File: src/core_pkg.sv
// ##############################
// core package
// shared types for the multi-cycle RV32I subset core, its buses
// and its retire port
// ##############################
`default_nettype none

package core_pkg;

  localparam int XLEN      = 32;
  localparam int REG_IDX_W = 5;
  localparam int NUM_REGS  = 32;

  typedef logic [XLEN-1:0]      xlen_t;
  typedef logic [REG_IDX_W-1:0] reg_idx_t;

  // RV32I major opcodes in the supported subset
  typedef enum logic [6:0] {
    OPC_LOAD   = 7'b0000011,
    OPC_OP_IMM = 7'b0010011,
    OPC_STORE  = 7'b0100011,
    OPC_OP     = 7'b0110011,
    OPC_LUI    = 7'b0110111,
    OPC_BRANCH = 7'b1100011,
    OPC_SYSTEM = 7'b1110011
  } rv_opcode_e;

  localparam xlen_t EBREAK_WORD = 32'h0010_0073;

  typedef enum logic [2:0] {
    ALU_ADD, ALU_SUB, ALU_AND, ALU_OR, ALU_XOR, ALU_SLT, ALU_PASS_B
  } alu_op_e;

  typedef enum logic [2:0] {
    CLS_ALU, CLS_LOAD, CLS_STORE, CLS_BRANCH, CLS_HALT, CLS_ILLEGAL
  } inst_class_e;

  typedef enum logic [2:0] {
    ST_FETCH, ST_DECODE, ST_EXECUTE, ST_MEMORY, ST_WRITEBACK, ST_HALT, ST_ERROR
  } ctrl_state_e;

  // 56 bits
  typedef struct packed {
    inst_class_e cls;
    alu_op_e     alu_op;
    reg_idx_t    rs1;
    reg_idx_t    rs2;
    reg_idx_t    rd;
    xlen_t       imm;
    logic        imm_sel;
    logic        bne;
    logic        wen;
  } micro_op_t;

  // wishbone classic master side, 71 bits
  typedef struct packed {
    xlen_t      adr;
    xlen_t      dat;
    logic [3:0] sel;
    logic       we;
    logic       cyc;
    logic       stb;
  } wb_req_t;

  typedef struct packed {
    xlen_t dat;
    logic  ack;
  } wb_rsp_t;

  typedef struct packed {
    logic     valid;
    xlen_t    pc;
    reg_idx_t rd;
    xlen_t    wdata;
    logic     wen;
  } retire_t;

endpackage

`default_nettype wire

File: src/alu.sv
// ##############################
// integer alu
// arithmetic, logic, signed compare and branch equality
// ##############################
`timescale 1ns/1ps
`default_nettype none

module alu (
  input  wire core_pkg::alu_op_e op,
  input  wire core_pkg::xlen_t   a,
  input  wire core_pkg::xlen_t   b,
  output core_pkg::xlen_t        result,
  output logic                   equal
);
  import core_pkg::*;

  always_comb begin
    case (op)
      ALU_ADD:    result = a + b;
      ALU_SUB:    result = a - b;
      ALU_AND:    result = a & b;
      ALU_OR:     result = a | b;
      ALU_XOR:    result = a ^ b;
      // signed compare, result is 0 or 1
      ALU_SLT:    result = {{(XLEN-1){1'b0}}, $signed(a) < $signed(b)};
      ALU_PASS_B: result = b;
      default:    result = '0;
    endcase
  end

  // branch compare runs on the raw operands
  assign equal = (a == b);

endmodule

`default_nettype wire

File: src/reg_file.sv
// ##############################
// integer register file
// 32 x 32, two async read ports, one write port, x0 tied to zero
// ##############################
`timescale 1ns/1ps
`default_nettype none

module reg_file (
  input  wire logic               clock,
  input  wire logic               rst_n,
  input  wire core_pkg::reg_idx_t rs1_idx,
  input  wire core_pkg::reg_idx_t rs2_idx,
  input  wire logic               wen,
  input  wire core_pkg::reg_idx_t rd_idx,
  input  wire core_pkg::xlen_t    wdata,
  output core_pkg::xlen_t         rs1_data,
  output core_pkg::xlen_t         rs2_data
);
  import core_pkg::*;

  xlen_t regs [NUM_REGS];

  always_ff @(posedge clock or negedge rst_n) begin
    if (!rst_n) begin
      for (int i = 0; i < NUM_REGS; i++) begin
        regs[i] <= '0;
      end
    end else if (wen && rd_idx != '0) begin
      regs[rd_idx] <= wdata;
    end
  end

  assign rs1_data = regs[rs1_idx];
  assign rs2_data = regs[rs2_idx];

  a_x0_zero: assert property (@(posedge clock) disable iff (!rst_n)
    (rs1_idx != '0 || rs1_data == '0) && (rs2_idx != '0 || rs2_data == '0));

endmodule

`default_nettype wire

File: src/inst_decode.sv
// ##############################
// instruction decode
// turns an RV32I word into a micro-op with immediate and alu opcode
// ##############################
`timescale 1ns/1ps
`default_nettype none

module inst_decode (
  input  wire core_pkg::xlen_t inst_word,
  output core_pkg::micro_op_t  uop
);
  import core_pkg::*;

  logic [2:0] funct3;
  logic [6:0] funct7;
  xlen_t      imm_i;
  xlen_t      imm_s;
  xlen_t      imm_b;
  xlen_t      imm_u;

  assign funct3 = inst_word[14:12];
  assign funct7 = inst_word[31:25];

  assign imm_i = {{20{inst_word[31]}}, inst_word[31:20]};
  assign imm_s = {{20{inst_word[31]}}, inst_word[31:25], inst_word[11:7]};
  assign imm_b = {{19{inst_word[31]}}, inst_word[31], inst_word[7],
                  inst_word[30:25], inst_word[11:8], 1'b0};
  assign imm_u = {inst_word[31:12], 12'b0};

  always_comb begin
    uop        = '0;
    uop.cls    = CLS_ILLEGAL;
    uop.alu_op = ALU_ADD;
    uop.rs1    = inst_word[19:15];
    uop.rs2    = inst_word[24:20];
    uop.rd     = inst_word[11:7];
    case (inst_word[6:0])
      OPC_OP: begin
        uop.cls = CLS_ALU;
        uop.wen = 1'b1;
        case ({funct7, funct3})
          {7'h00, 3'b000}: uop.alu_op = ALU_ADD;
          {7'h20, 3'b000}: uop.alu_op = ALU_SUB;
          {7'h00, 3'b111}: uop.alu_op = ALU_AND;
          {7'h00, 3'b110}: uop.alu_op = ALU_OR;
          {7'h00, 3'b100}: uop.alu_op = ALU_XOR;
          {7'h00, 3'b010}: uop.alu_op = ALU_SLT;
          default: begin
            uop.cls = CLS_ILLEGAL;
            uop.wen = 1'b0;
          end
        endcase
      end
      OPC_OP_IMM: begin
        // addi only
        if (funct3 == 3'b000) begin
          uop.cls     = CLS_ALU;
          uop.imm     = imm_i;
          uop.imm_sel = 1'b1;
          uop.wen     = 1'b1;
        end
      end
      OPC_LUI: begin
        uop.cls     = CLS_ALU;
        uop.alu_op  = ALU_PASS_B;
        uop.imm     = imm_u;
        uop.imm_sel = 1'b1;
        uop.wen     = 1'b1;
      end
      OPC_LOAD: begin
        if (funct3 == 3'b010) begin
          uop.cls     = CLS_LOAD;
          uop.imm     = imm_i;
          uop.imm_sel = 1'b1;
          uop.wen     = 1'b1;
        end
      end
      OPC_STORE: begin
        if (funct3 == 3'b010) begin
          uop.cls     = CLS_STORE;
          uop.imm     = imm_s;
          uop.imm_sel = 1'b1;
        end
      end
      OPC_BRANCH: begin
        // beq and bne differ only in funct3 bit 0
        if (funct3[2:1] == 2'b00) begin
          uop.cls    = CLS_BRANCH;
          uop.alu_op = ALU_SUB;
          uop.imm    = imm_b;
          uop.bne    = funct3[0];
        end
      end
      OPC_SYSTEM: begin
        if (inst_word == EBREAK_WORD) begin
          uop.cls = CLS_HALT;
        end
      end
      default: uop.cls = CLS_ILLEGAL;
    endcase
    // x0 never takes a result
    if (uop.rd == '0) begin
      uop.wen = 1'b0;
    end
  end

endmodule

`default_nettype wire

File: src/bus_watchdog.sv
// ##############################
// bus watchdog
// counts unanswered wishbone cycles and flags a stuck slave
// ##############################
`timescale 1ns/1ps
`default_nettype none

module bus_watchdog #(
  parameter int ACK_TIMEOUT = 16
) (
  input  wire logic clock,
  input  wire logic rst_n,
  input  wire logic cyc,
  input  wire logic ack,
  output logic      timeout
);
  localparam int CNT_W = $clog2(ACK_TIMEOUT + 1);

  logic [CNT_W-1:0] wait_cnt;

  // saturates at the limit so the pulse fires only once
  always_ff @(posedge clock or negedge rst_n) begin
    if (!rst_n) begin
      wait_cnt <= '0;
    end else if (!cyc || ack) begin
      wait_cnt <= '0;
    end else if (wait_cnt != CNT_W'(ACK_TIMEOUT)) begin
      wait_cnt <= wait_cnt + 1'b1;
    end
  end

  // fires in the last cycle the slave is allowed
  assign timeout = cyc && !ack && (wait_cnt == CNT_W'(ACK_TIMEOUT - 1));

  // one pulse per stuck cycle
  a_single_pulse: assert property (@(posedge clock) disable iff (!rst_n)
    timeout |=> !timeout);

  // the master must give up the bus after a timeout
  a_cyc_dropped: assert property (@(posedge clock) disable iff (!rst_n)
    timeout |=> !cyc);

endmodule

`default_nettype wire

File: src/core_ctrl.sv
// ##############################
// core control
// sequences fetch, decode, execute, memory and writeback, owns pc,
// instruction and result registers and drives both wishbone masters
// ##############################
`timescale 1ns/1ps
`default_nettype none

module core_ctrl #(
  parameter core_pkg::xlen_t RESET_PC = '0
) (
  input  wire logic                clock,
  input  wire logic                rst_n,
  input  wire core_pkg::micro_op_t uop,
  input  wire core_pkg::xlen_t     rs1_data,
  input  wire core_pkg::xlen_t     rs2_data,
  input  wire core_pkg::xlen_t     alu_result,
  input  wire logic                alu_equal,
  input  wire core_pkg::wb_rsp_t   ibus_rsp,
  input  wire core_pkg::wb_rsp_t   dbus_rsp,
  input  wire logic                timeout,
  output core_pkg::wb_req_t        ibus_req,
  output core_pkg::wb_req_t        dbus_req,
  output core_pkg::xlen_t          inst_word,
  output logic                     rd_wen,
  output core_pkg::reg_idx_t       rd_idx,
  output core_pkg::xlen_t          rd_wdata,
  output core_pkg::xlen_t          operand_a,
  output core_pkg::xlen_t          operand_b,
  output core_pkg::retire_t        retire,
  output logic                     halted,
  output logic                     bus_error
);
  import core_pkg::*;

  ctrl_state_e state;
  ctrl_state_e state_next;
  xlen_t       pc;
  xlen_t       result;
  xlen_t       store_data;
  logic        ibus_cyc;
  logic        dbus_cyc;
  logic        branch_taken;
  logic        retire_valid;
  logic        ibus_done;
  logic        dbus_done;

  assign ibus_done = ibus_cyc && ibus_rsp.ack;
  assign dbus_done = dbus_cyc && dbus_rsp.ack;

  always_comb begin
    state_next = state;
    case (state)
      ST_FETCH: begin
        if (timeout) begin
          state_next = ST_ERROR;
        end else if (ibus_done) begin
          state_next = ST_DECODE;
        end
      end
      ST_DECODE: begin
        if (uop.cls == CLS_HALT || uop.cls == CLS_ILLEGAL) begin
          state_next = ST_HALT;
        end else begin
          state_next = ST_EXECUTE;
        end
      end
      ST_EXECUTE: begin
        if (uop.cls == CLS_LOAD || uop.cls == CLS_STORE) begin
          state_next = ST_MEMORY;
        end else begin
          state_next = ST_WRITEBACK;
        end
      end
      ST_MEMORY: begin
        if (timeout) begin
          state_next = ST_ERROR;
        end else if (dbus_done) begin
          state_next = ST_WRITEBACK;
        end
      end
      ST_WRITEBACK: state_next = ST_FETCH;
      // halt and error are left only by reset
      default: state_next = state;
    endcase
  end

  always_ff @(posedge clock or negedge rst_n) begin
    if (!rst_n) begin
      state        <= ST_FETCH;
      pc           <= RESET_PC;
      ibus_cyc     <= 1'b0;
      dbus_cyc     <= 1'b0;
      retire_valid <= 1'b0;
    end else begin
      state    <= state_next;
      // request rises with the state entry and drops the cycle after ack
      ibus_cyc <= (state_next == ST_FETCH);
      dbus_cyc <= (state_next == ST_MEMORY);
      // ebreak retires on its way into halt
      retire_valid <= (state_next == ST_WRITEBACK) ||
                      (state == ST_DECODE && uop.cls == CLS_HALT);
      if (state == ST_WRITEBACK) begin
        pc <= branch_taken ? pc + uop.imm : pc + 32'd4;
      end
    end
  end

  always_ff @(posedge clock) begin
    if (state == ST_FETCH && ibus_done) begin
      inst_word <= ibus_rsp.dat;
    end
    if (state == ST_DECODE) begin
      operand_a  <= rs1_data;
      operand_b  <= uop.imm_sel ? uop.imm : rs2_data;
      store_data <= rs2_data;
    end
    if (state == ST_EXECUTE) begin
      result       <= alu_result;
      branch_taken <= (uop.cls == CLS_BRANCH) && (alu_equal != uop.bne);
    end
    // load data replaces the address once the slave answers
    if (state == ST_MEMORY && dbus_done && uop.cls == CLS_LOAD) begin
      result <= dbus_rsp.dat;
    end
  end

  always_comb begin
    ibus_req     = '0;
    ibus_req.adr = pc;
    ibus_req.sel = 4'hf;
    ibus_req.cyc = ibus_cyc;
    ibus_req.stb = ibus_cyc;

    dbus_req     = '0;
    dbus_req.adr = result;
    dbus_req.dat = store_data;
    dbus_req.sel = 4'hf;
    dbus_req.we  = dbus_cyc && (uop.cls == CLS_STORE);
    dbus_req.cyc = dbus_cyc;
    dbus_req.stb = dbus_cyc;
  end

  assign rd_wen   = (state == ST_WRITEBACK) && uop.wen;
  assign rd_idx   = uop.rd;
  assign rd_wdata = result;

  assign retire.valid = retire_valid;
  assign retire.pc    = pc;
  assign retire.rd    = uop.rd;
  assign retire.wdata = uop.wen ? result : '0;
  assign retire.wen   = uop.wen;

  assign halted    = (state == ST_HALT);
  assign bus_error = (state == ST_ERROR);

  // a classic cycle ends the cycle after ack
  a_ibus_drop: assert property (@(posedge clock) disable iff (!rst_n)
    ibus_req.cyc && ibus_rsp.ack |=> !ibus_req.cyc);

  a_dbus_drop: assert property (@(posedge clock) disable iff (!rst_n)
    dbus_req.cyc && dbus_rsp.ack |=> !dbus_req.cyc);

  a_ibus_hold: assert property (@(posedge clock) disable iff (!rst_n)
    ibus_req.cyc && !ibus_rsp.ack && !timeout |=> $stable(ibus_req));

  a_dbus_hold: assert property (@(posedge clock) disable iff (!rst_n)
    dbus_req.cyc && !dbus_rsp.ack && !timeout |=> $stable(dbus_req));

endmodule

`default_nettype wire

File: src/core.sv
// ##############################
// core top
// multi-cycle RV32I subset core with wishbone ibus and dbus
// ##############################
`timescale 1ns/1ps
`default_nettype none

module core #(
  parameter core_pkg::xlen_t RESET_PC    = '0,
  parameter int              ACK_TIMEOUT = 16
) (
  input  wire logic              clock,
  input  wire logic              rst_n,
  output core_pkg::wb_req_t      ibus_req,
  input  wire core_pkg::wb_rsp_t ibus_rsp,
  output core_pkg::wb_req_t      dbus_req,
  input  wire core_pkg::wb_rsp_t dbus_rsp,
  output core_pkg::retire_t      retire,
  output logic                   halted,
  output logic                   bus_error
);
  import core_pkg::*;

  xlen_t     inst_word;
  micro_op_t uop;
  xlen_t     rs1_data;
  xlen_t     rs2_data;
  xlen_t     operand_a;
  xlen_t     operand_b;
  xlen_t     alu_result;
  logic      alu_equal;
  logic      rd_wen;
  reg_idx_t  rd_idx;
  xlen_t     rd_wdata;
  logic      timeout;

  core_ctrl #(
    .RESET_PC (RESET_PC)
  ) u_ctrl (
    .clock      (clock),
    .rst_n      (rst_n),
    .uop        (uop),
    .rs1_data   (rs1_data),
    .rs2_data   (rs2_data),
    .alu_result (alu_result),
    .alu_equal  (alu_equal),
    .ibus_rsp   (ibus_rsp),
    .dbus_rsp   (dbus_rsp),
    .timeout    (timeout),
    .ibus_req   (ibus_req),
    .dbus_req   (dbus_req),
    .inst_word  (inst_word),
    .rd_wen     (rd_wen),
    .rd_idx     (rd_idx),
    .rd_wdata   (rd_wdata),
    .operand_a  (operand_a),
    .operand_b  (operand_b),
    .retire     (retire),
    .halted     (halted),
    .bus_error  (bus_error)
  );

  // only one bus is ever active, so one watchdog covers both
  bus_watchdog #(
    .ACK_TIMEOUT (ACK_TIMEOUT)
  ) u_watchdog (
    .clock   (clock),
    .rst_n   (rst_n),
    .cyc     (ibus_req.cyc | dbus_req.cyc),
    .ack     (ibus_rsp.ack | dbus_rsp.ack),
    .timeout (timeout)
  );

  inst_decode u_decode (
    .inst_word (inst_word),
    .uop       (uop)
  );

  reg_file u_regs (
    .clock    (clock),
    .rst_n    (rst_n),
    .rs1_idx  (uop.rs1),
    .rs2_idx  (uop.rs2),
    .wen      (rd_wen),
    .rd_idx   (rd_idx),
    .wdata    (rd_wdata),
    .rs1_data (rs1_data),
    .rs2_data (rs2_data)
  );

  alu u_alu (
    .op     (uop.alu_op),
    .a      (operand_a),
    .b      (operand_b),
    .result (alu_result),
    .equal  (alu_equal)
  );

endmodule

`default_nettype wire

File: config.mk
export PLATFORM = sky130hd
export DESIGN_NAME = core
export DESIGN_NICKNAME = d
export VERILOG_FILES = /design/src/core_pkg.sv /design/src/alu.sv /design/src/reg_file.sv /design/src/inst_decode.sv /design/src/bus_watchdog.sv /design/src/core_ctrl.sv /design/src/core.sv
export SDC_FILE = /design/constraint.sdc
export NUM_CORES = 2
export LEC_CHECK = 0
export ABC_AREA = 1
export BUFFER_PORTS_ARGS = -buffer_cell sky130_fd_sc_hd__buf_2
export CAP_MARGIN = 15
export CELL_PAD_IN_SITES_DETAIL_PLACEMENT = 1
export CELL_PAD_IN_SITES_GLOBAL_PLACEMENT = 1
export CORE_MARGIN = 2
export CORE_UTILIZATION = 40
export DETAILED_ROUTE_END_ITERATION = 8
export GPL_TIMING_DRIVEN = 1
export PLACE_DENSITY = 0.76
export SLEW_MARGIN = 20
export SYNTH_ARGS = -nofsm -noshare
export SYNTH_HDL_FRONTEND = slang
export SYNTH_HIERARCHICAL = 1
export SYNTH_SLANG_ARGS = --single-unit
export TNS_END_PERCENT = 20
File: constraint.sdc
create_clock -name clock -period 11.5 [get_ports clock]
set_clock_uncertainty 0.15 [all_clocks]
set_input_delay 2.3 -clock clock [delete_from_list [all_inputs] [get_ports clock]]
set_output_delay 2.3 -clock clock [all_outputs]
set_load 0.02 [all_outputs]
======== Word-level counts from Yosys, hierarchy flattened ========
Index checks and enable logic that the tools add are counted.
storage, ports and cells
  flip-flop bits (word level) ............. 1228
  latch bits .............................. 0
  RAM bits ................................ 0
  bits in read-only memories .............. 0
  output and inout port bits .............. 215
  logic and storage cells ................. 175
  memories ................................ 0
cells by class
  add/subtract/negate cells ............... 5
  multipliers ............................. 0
  div/mod/pow operators ................... 0
  magnitude comparators ................... 5
  eq/ne operators ......................... 37
  shifts and indexed selects .............. 0
  mux-type cells .......................... 46
  bitwise gates (word level) .............. 8
  reduce and logical (&&, ||, !) cells .... 30
operators by type and width
  cell                                                                      number
  1024-bit bitwise mux                                                      1
  32-bit two-way mux                                                        11
  32-bit binary-select mux with 5-bit select                                2
  32-bit one-hot mux with 7 select lines                                    1
  32-bit demux with 5-bit select                                            1
  32-bit one-hot mux with 5 select lines                                    1
  33-bit two-way mux                                                        3
  32-bit adder                                                              2
  32-bit by 3-bit adder with 32-bit output (second input constant)          1
  32-bit bitwise AND                                                        1
  32-bit by 21-bit equality test with 1-bit output (second input constant)  1
  32-bit equality test                                                      1
  32-bit < comparator                                                       1
  32-bit OR                                                                 1
  32-bit subtractor                                                         1
  32-bit bitwise XOR                                                        1
  10-bit by 3-bit equality test with 1-bit output (second input constant)   3
  3-bit two-way mux                                                         10
  3-bit one-hot mux with 5 select lines                                     2
  3-bit equality test (second input constant)                               9
  3-bit by 2-bit equality test with 1-bit output (second input constant)    8
  7-bit by 6-bit equality test with 1-bit output (second input constant)    3
  3-bit one-hot mux with 7 select lines                                     1
  6-bit greater-or-equal comparator (second input constant)                 3
  other kinds (28)                                                          62

======== Depth between registers and ports, before layout ========
  word-level depth ........................ 10
  depth in mapped cells ................... 23
  gate-level depth less buffers ........... 23

======== Modules after synthesis ========
Netlist, hierarchy kept.
by module, submodules not included
  module        instances  cells each  area each (um^2)  sequential area each (um^2)
  reg_file      1          8270        56110.1           25624.6
  core_ctrl     1          1315        11782.6           5785.5
  alu           1          1310        6527.5            0.0
  inst_decode   1          208         1061.0            0.0
  bus_watchdog  1          39          309.0             125.1
  core          1          6           22.5              0.0

======== Worst setup path after synthesis ========
OpenSTA, ideal clock, no wires.
  kind .................................... reg-to-reg
  start ................................... register u_ctrl.state[1]
  end ..................................... register u_ctrl.retire_valid
  arrival ................................. 8.152 ns
  required time ........................... 11.223 ns
  slack ................................... 3.072 ns
  cell stages (with the launch flop) ...... 7
  buffers on the path ..................... 0
  cells stage by stage .................... dfrtp_1 nor3_1 a21oi_1 nand2_1 o21ai_0 nand3_1 nand2_1
between the ends
  longest elaborated chain between the ends .. 5
ends and longest elaborated chain
  what                                         RTL line                          text
  start: declaration                           core_ctrl.sv:36                   ctrl_state_e state;
  start signal: assignment                     core_ctrl.sv:96                   state <= state_next;
  3-bit two-way mux, on equally long branches  core_ctrl.sv:78, core_ctrl.sv:57
  3-bit two-way mux, on equally long branches  core_ctrl.sv:76, core_ctrl.sv:55
  3-bit one-hot mux with 5 select lines        core_ctrl.sv:53                   case (state)
  3-bit equality test                          core_ctrl.sv:101                  retire_valid <= (state_next == ST_WRITEBACK) ||
  1-bit logical OR *                           core_ctrl.sv:101
  end signal: assignment                       core_ctrl.sv:101
  end: declaration                             core_ctrl.sv:44                   logic retire_valid;
Every way passes the cells marked *; elsewhere a longest branch is shown, timed or not.
A chain may end at the register's enable or synchronous reset.

==> flow_summary.json <==
{
  "drive_above_1_share_pct": 6.98,
  "grt_usage_pct": 34.2,
  "cts_hold_buffers": 0,
  "slew_headroom_pct": 19.6,
  "fin_crit_ps": 6010,
  "vias_per_cell": 5.87,
  "rsz0062_at_grt": "false",
  "worst-path-buf-inv": 4,
  "setup_tns_ps": 0,
  "synth_edf_count": 161,
  "cp.depth": 10,
  "reg2regPathDepth": 15,
  "start_kind": "flop",
  "wl_um": 337000,
  "drc": 0,
  "syn2layout_area_growth_pct": 8.52,
  "ys_ff_latch": 1228,
  "ff2ff_setup_slack_ps": 6180,
  "worst-path-max-fanout": 22,
  "min_path_cells": 0,
  "cp_top_family": "buffers and inverters",
  "grt_start_max_net_pins": 177,
  "start_util_pct": 40.3,
  "synthCells": 11148,
  "switching_share_pct": 22.5,
  "firstDrtPassIters": 5,
  "hp-start": "u_regs/regs[1005]$_DFFE_PN0P_",
  "outcome": "completed",
  "dpl.hpwl_um": 202000,
  "tritoncts": "built",
  "portBuffers": 241,
  "cpPeakStageDelay_ps": 630,
  "die_height_um": 439,
  "synth_top_flop_cell": "dfrtp_1",
  "power.share.sequential_pct": 47.1,
  "nets": 10931,
  "tightest_slew_ps": 1210,
  "wl_per_cell_um": 25.2,
  "ys_async_sr_fraction_pct": 86.9,
  "avgSynthCellArea_um2": 6.80,
  "design.die.area_um2": 193000,
  "cts_max_level": 4,
  "clock_sinks": 1228,
  "cts_buffer_depth": 3,
  "synth_cell_type_count": 59,
  "drt_iter0_markers": 7766,
  "clk_latency_ps": 830,
  "core_region_area_um2": 188000,
  "root_buffer": "clkbuf_16",
  "row_count": 159,
  "cts_setup_buffers": 0,
  "crit_path_top_delay_cell": "a21oi_4",
  "synth_area_um2": 75800,
  "finalCritPeriodShare_pct": 52.2,
  "ys_warn_count": 6,
  "max_freq_mhz": 166,
  "cts_resized": 0,
  "vdd_drop_max_mv": 0.120,
  "grt_pass1_wl_um": 503000,
  "switching_power_uw": 2100,
  "cts_made_buffers": 151,
  "p_total_uw": 9330,
  "power_density_nw_per_um2": 113,
  "gp_congestion": 0.945,
  "num_vias": 78328,
  "power.clock.fraction_pct": 51.7,
  "ios": 283,
  "grt_pass1_vias": 78959,
  "end_kind": "primary output",
  "rr_startpoint": "u_ctrl/inst_word[5]$_DFFE_PP_",
  "power_leakage_uw": 0.0393,
  "path_cells": "nand2_1 > nor2_1 > nand3_1 > inv_1 > nor2_2 > a21oi_4 > buf_16 > nand2_1 > inv_1 > buf_2",
  "arrival_ps": 3560,
  "antenna_found_initial": 21,
  "fillCellCount": 24073,
  "dieWidth_um": 439,
  "hold_viol_final": 0,
  "critPathKind": "flop to primary output",
  "cap_violations": 0,
  "internal_power_uw": 7230,
  "pwr-share-comb_pct": 1.2,
  "crit_start": "u_ctrl/inst_word[5]$_DFFE_PP_",
  "drv_slew": 0,
  "detail-route-antenna-nets": 0,
  "hold_path.class": "flop to flop",
  "path_clk_slew_ps": 60,
  "gr-total-overflow": 0,
  "ys_seq_area_share_pct": 41.6,
  "required_ps": 9050,
  "finalSetupViolCount": 0
}
==> final cells by class <==
| type | instances | area [um^2] | share of cell area [%] |
|---|---|---|---|
| Clock inverter | 43 | 388 | 0.471 |
| Timing Repair Buffer | 335 | 2110 | 2.57 |
| Antenna cell | 6 | 15.0 | 0.0183 |
| Clock buffer | 230 | 4560 | 5.55 |
| Tap cell | 2495 | 3120 | 3.79 |
| Inverter | 587 | 2250 | 2.74 |
| Sequential cell | 1228 | 31500 | 38.3 |
| Multi-Input combinational cell | 8416 | 38300 | 46.5 |
==> sequential cells by signal (all words and copies together), names as in the netlist <==
| register | cells |
|---|---|
| u_ctrl/retire_valid | 1 |
| u_watchdog/wait_cnt | 5 |
| u_ctrl/operand_a | 32 |
| u_ctrl/rd_wdata | 32 |
| u_ctrl/pc | 32 |
| u_ctrl/ibus_cyc | 1 |
| u_ctrl/dbus_cyc | 1 |
| u_ctrl/state | 3 |
| u_regs/regs | 1024 |
| u_ctrl/store_data | 32 |
| u_ctrl/branch_taken | 1 |
| u_ctrl/operand_b | 32 |
| u_ctrl/inst_word | 32 |
==> cells in the final DEF (no fill, tap or decap), types with 8 or more instances in the layout <==
cell       instances
inv_2             17
clkinv_2          22
ha_1             141
inv_1            555
o21bai_1          11
nand3b_1           8
o22ai_1           31
nand3_1         1756
a221oi_1          22
nor3_2            16
o21ai_0          868
clkbuf_8          34
clkbuf_1          38
buf_4             80
nand4_1           35
clkinv_1          13
nand2_4           30
nor3_1            25
mux2_2            64
o211ai_1          11
nor2_2            16
nor2_4            10
conb_1            41
nand2_1         4559
o21ai_1           25
xor2_1            10
a21oi_1          278
clkbuf_16        158
buf_12            12
edfxtp_1         161
nand2_2            9
dfrtp_1         1067
buf_2            240
nor2_1           387
==> cell usage after synthesis (3+ instances only) <==
library cell / instances / area share (%)
nand2_1: 4579 / 23
nand3_1: 1758 / 12
dfrtp_1: 1067 / 35
o21ai_0: 868 / 5.7
clkbuf_1: 683 / 3.4
inv_1: 569 / 2.8
nor2_1: 390 / 1.9
a21oi_1: 278 / 1.8
edfxtp_1: 161 / 6.4
ha_1: 141 / 2.3
buf_4: 139 / 1.4
buf_1: 67 / 0.33
mux2_2: 64 / 0.95
buf_2: 61 / 0.40
nand4_1: 35 / 0.29
o22ai_1: 31 / 0.26
nor3_1: 28 / 0.18
o21ai_1: 25 / 0.17
a221oi_1: 22 / 0.25
nor2_2: 19 / 0.16
inv_2: 17 / 0.084
nand2_2: 17 / 0.14
nor3_2: 15 / 0.20
o211ai_1: 11 / 0.11
o21bai_1: 11 / 0.11
xor2_1: 10 / 0.12
nand3b_1: 8 / 0.079
a22oi_1: 5 / 0.050
or2_2: 5 / 0.041
a21oi_2: 4 / 0.046
a31oi_1: 4 / 0.033
nor2_4: 4 / 0.059
o2111ai_1: 4 / 0.046
xnor2_1: 4 / 0.046
a21o_1: 3 / 0.030
and3_1: 3 / 0.025
buf_6: 3 / 0.045
clkbuf_2: 3 / 0.020
fa_1: 3 / 0.079
nor4_1: 3 / 0.025
==> path summary, 6_finish.rpt <==
kind                                                  to
hold / removal             u_regs/regs[1005]$_DFFE_PN0P_
setup / recovery                              retire[18]
hold reg to reg            u_regs/regs[1005]$_DFFE_PN0P_
min in group asynchronous   u_regs/regs[468]$_DFFE_PN0P_
setup reg to reg            u_regs/regs[284]$_DFFE_PN0P_
max in group asynchronous   u_regs/regs[390]$_DFFE_PN0P_
==> cells by family after synthesis <==
family / count (synthesis) / synth area share [%]
xor gates and xnor gates: 14 / 0.162
AOI/OAI and AO/OA: 1273 / 8.74
DFF: 1228 / 41.6
other: 2 / 0.00991
buffers and inverters: 1543 / 8.46
muxes: 64 / 0.951
and+or+nand+nor: 6880 / 37.7
adders and majority gates: 144 / 2.41
==> power by group through the flow <==
| stage | logic, uW | registers [uW] | clock network [uW] |
|---|---|---|---|
| final | 114 | 4390 | 4820 |
| after global placement | 118 | 4470 | 0 |
| after detailed placement | 119 | 4470 | 0 |
| after global routing | 129 | 4390 | 5060 |
| after floorplan | 22.7 | 4470 | 0 |
| after CTS | 119 | 4390 | 4890 |
==> stage by stage <==
stage                     setup slack (ps)  std cells  instance area, um^2  utilization, %  hold WS (ps)
after detailed placement              6080      13059                77200            41.1           241
after CTS                             5240      13332                82200            43.7           253
after global placement                6280      13059                77200            41.1           236
final                                 5490      13340                82300            43.8           250
after global routing                  5310      13334                82300            43.8           257
after floorplan                       3070      11187                76000               -           301
==> routing by layer <==
layer  routed length [um]  part of all wire (%)  global-route usage, %  vias up
li1                     -                     -                      -    34941
met1               141000                    42                   45.3    39353
met2               152000                    45                   54.2     3202
met3                25200                   7.5                   5.44      822
met4                18200                   5.4                   16.8       10
met5                   69                 0.020                      0        -
Note: power is estimated with default switching activity, not from simulation.
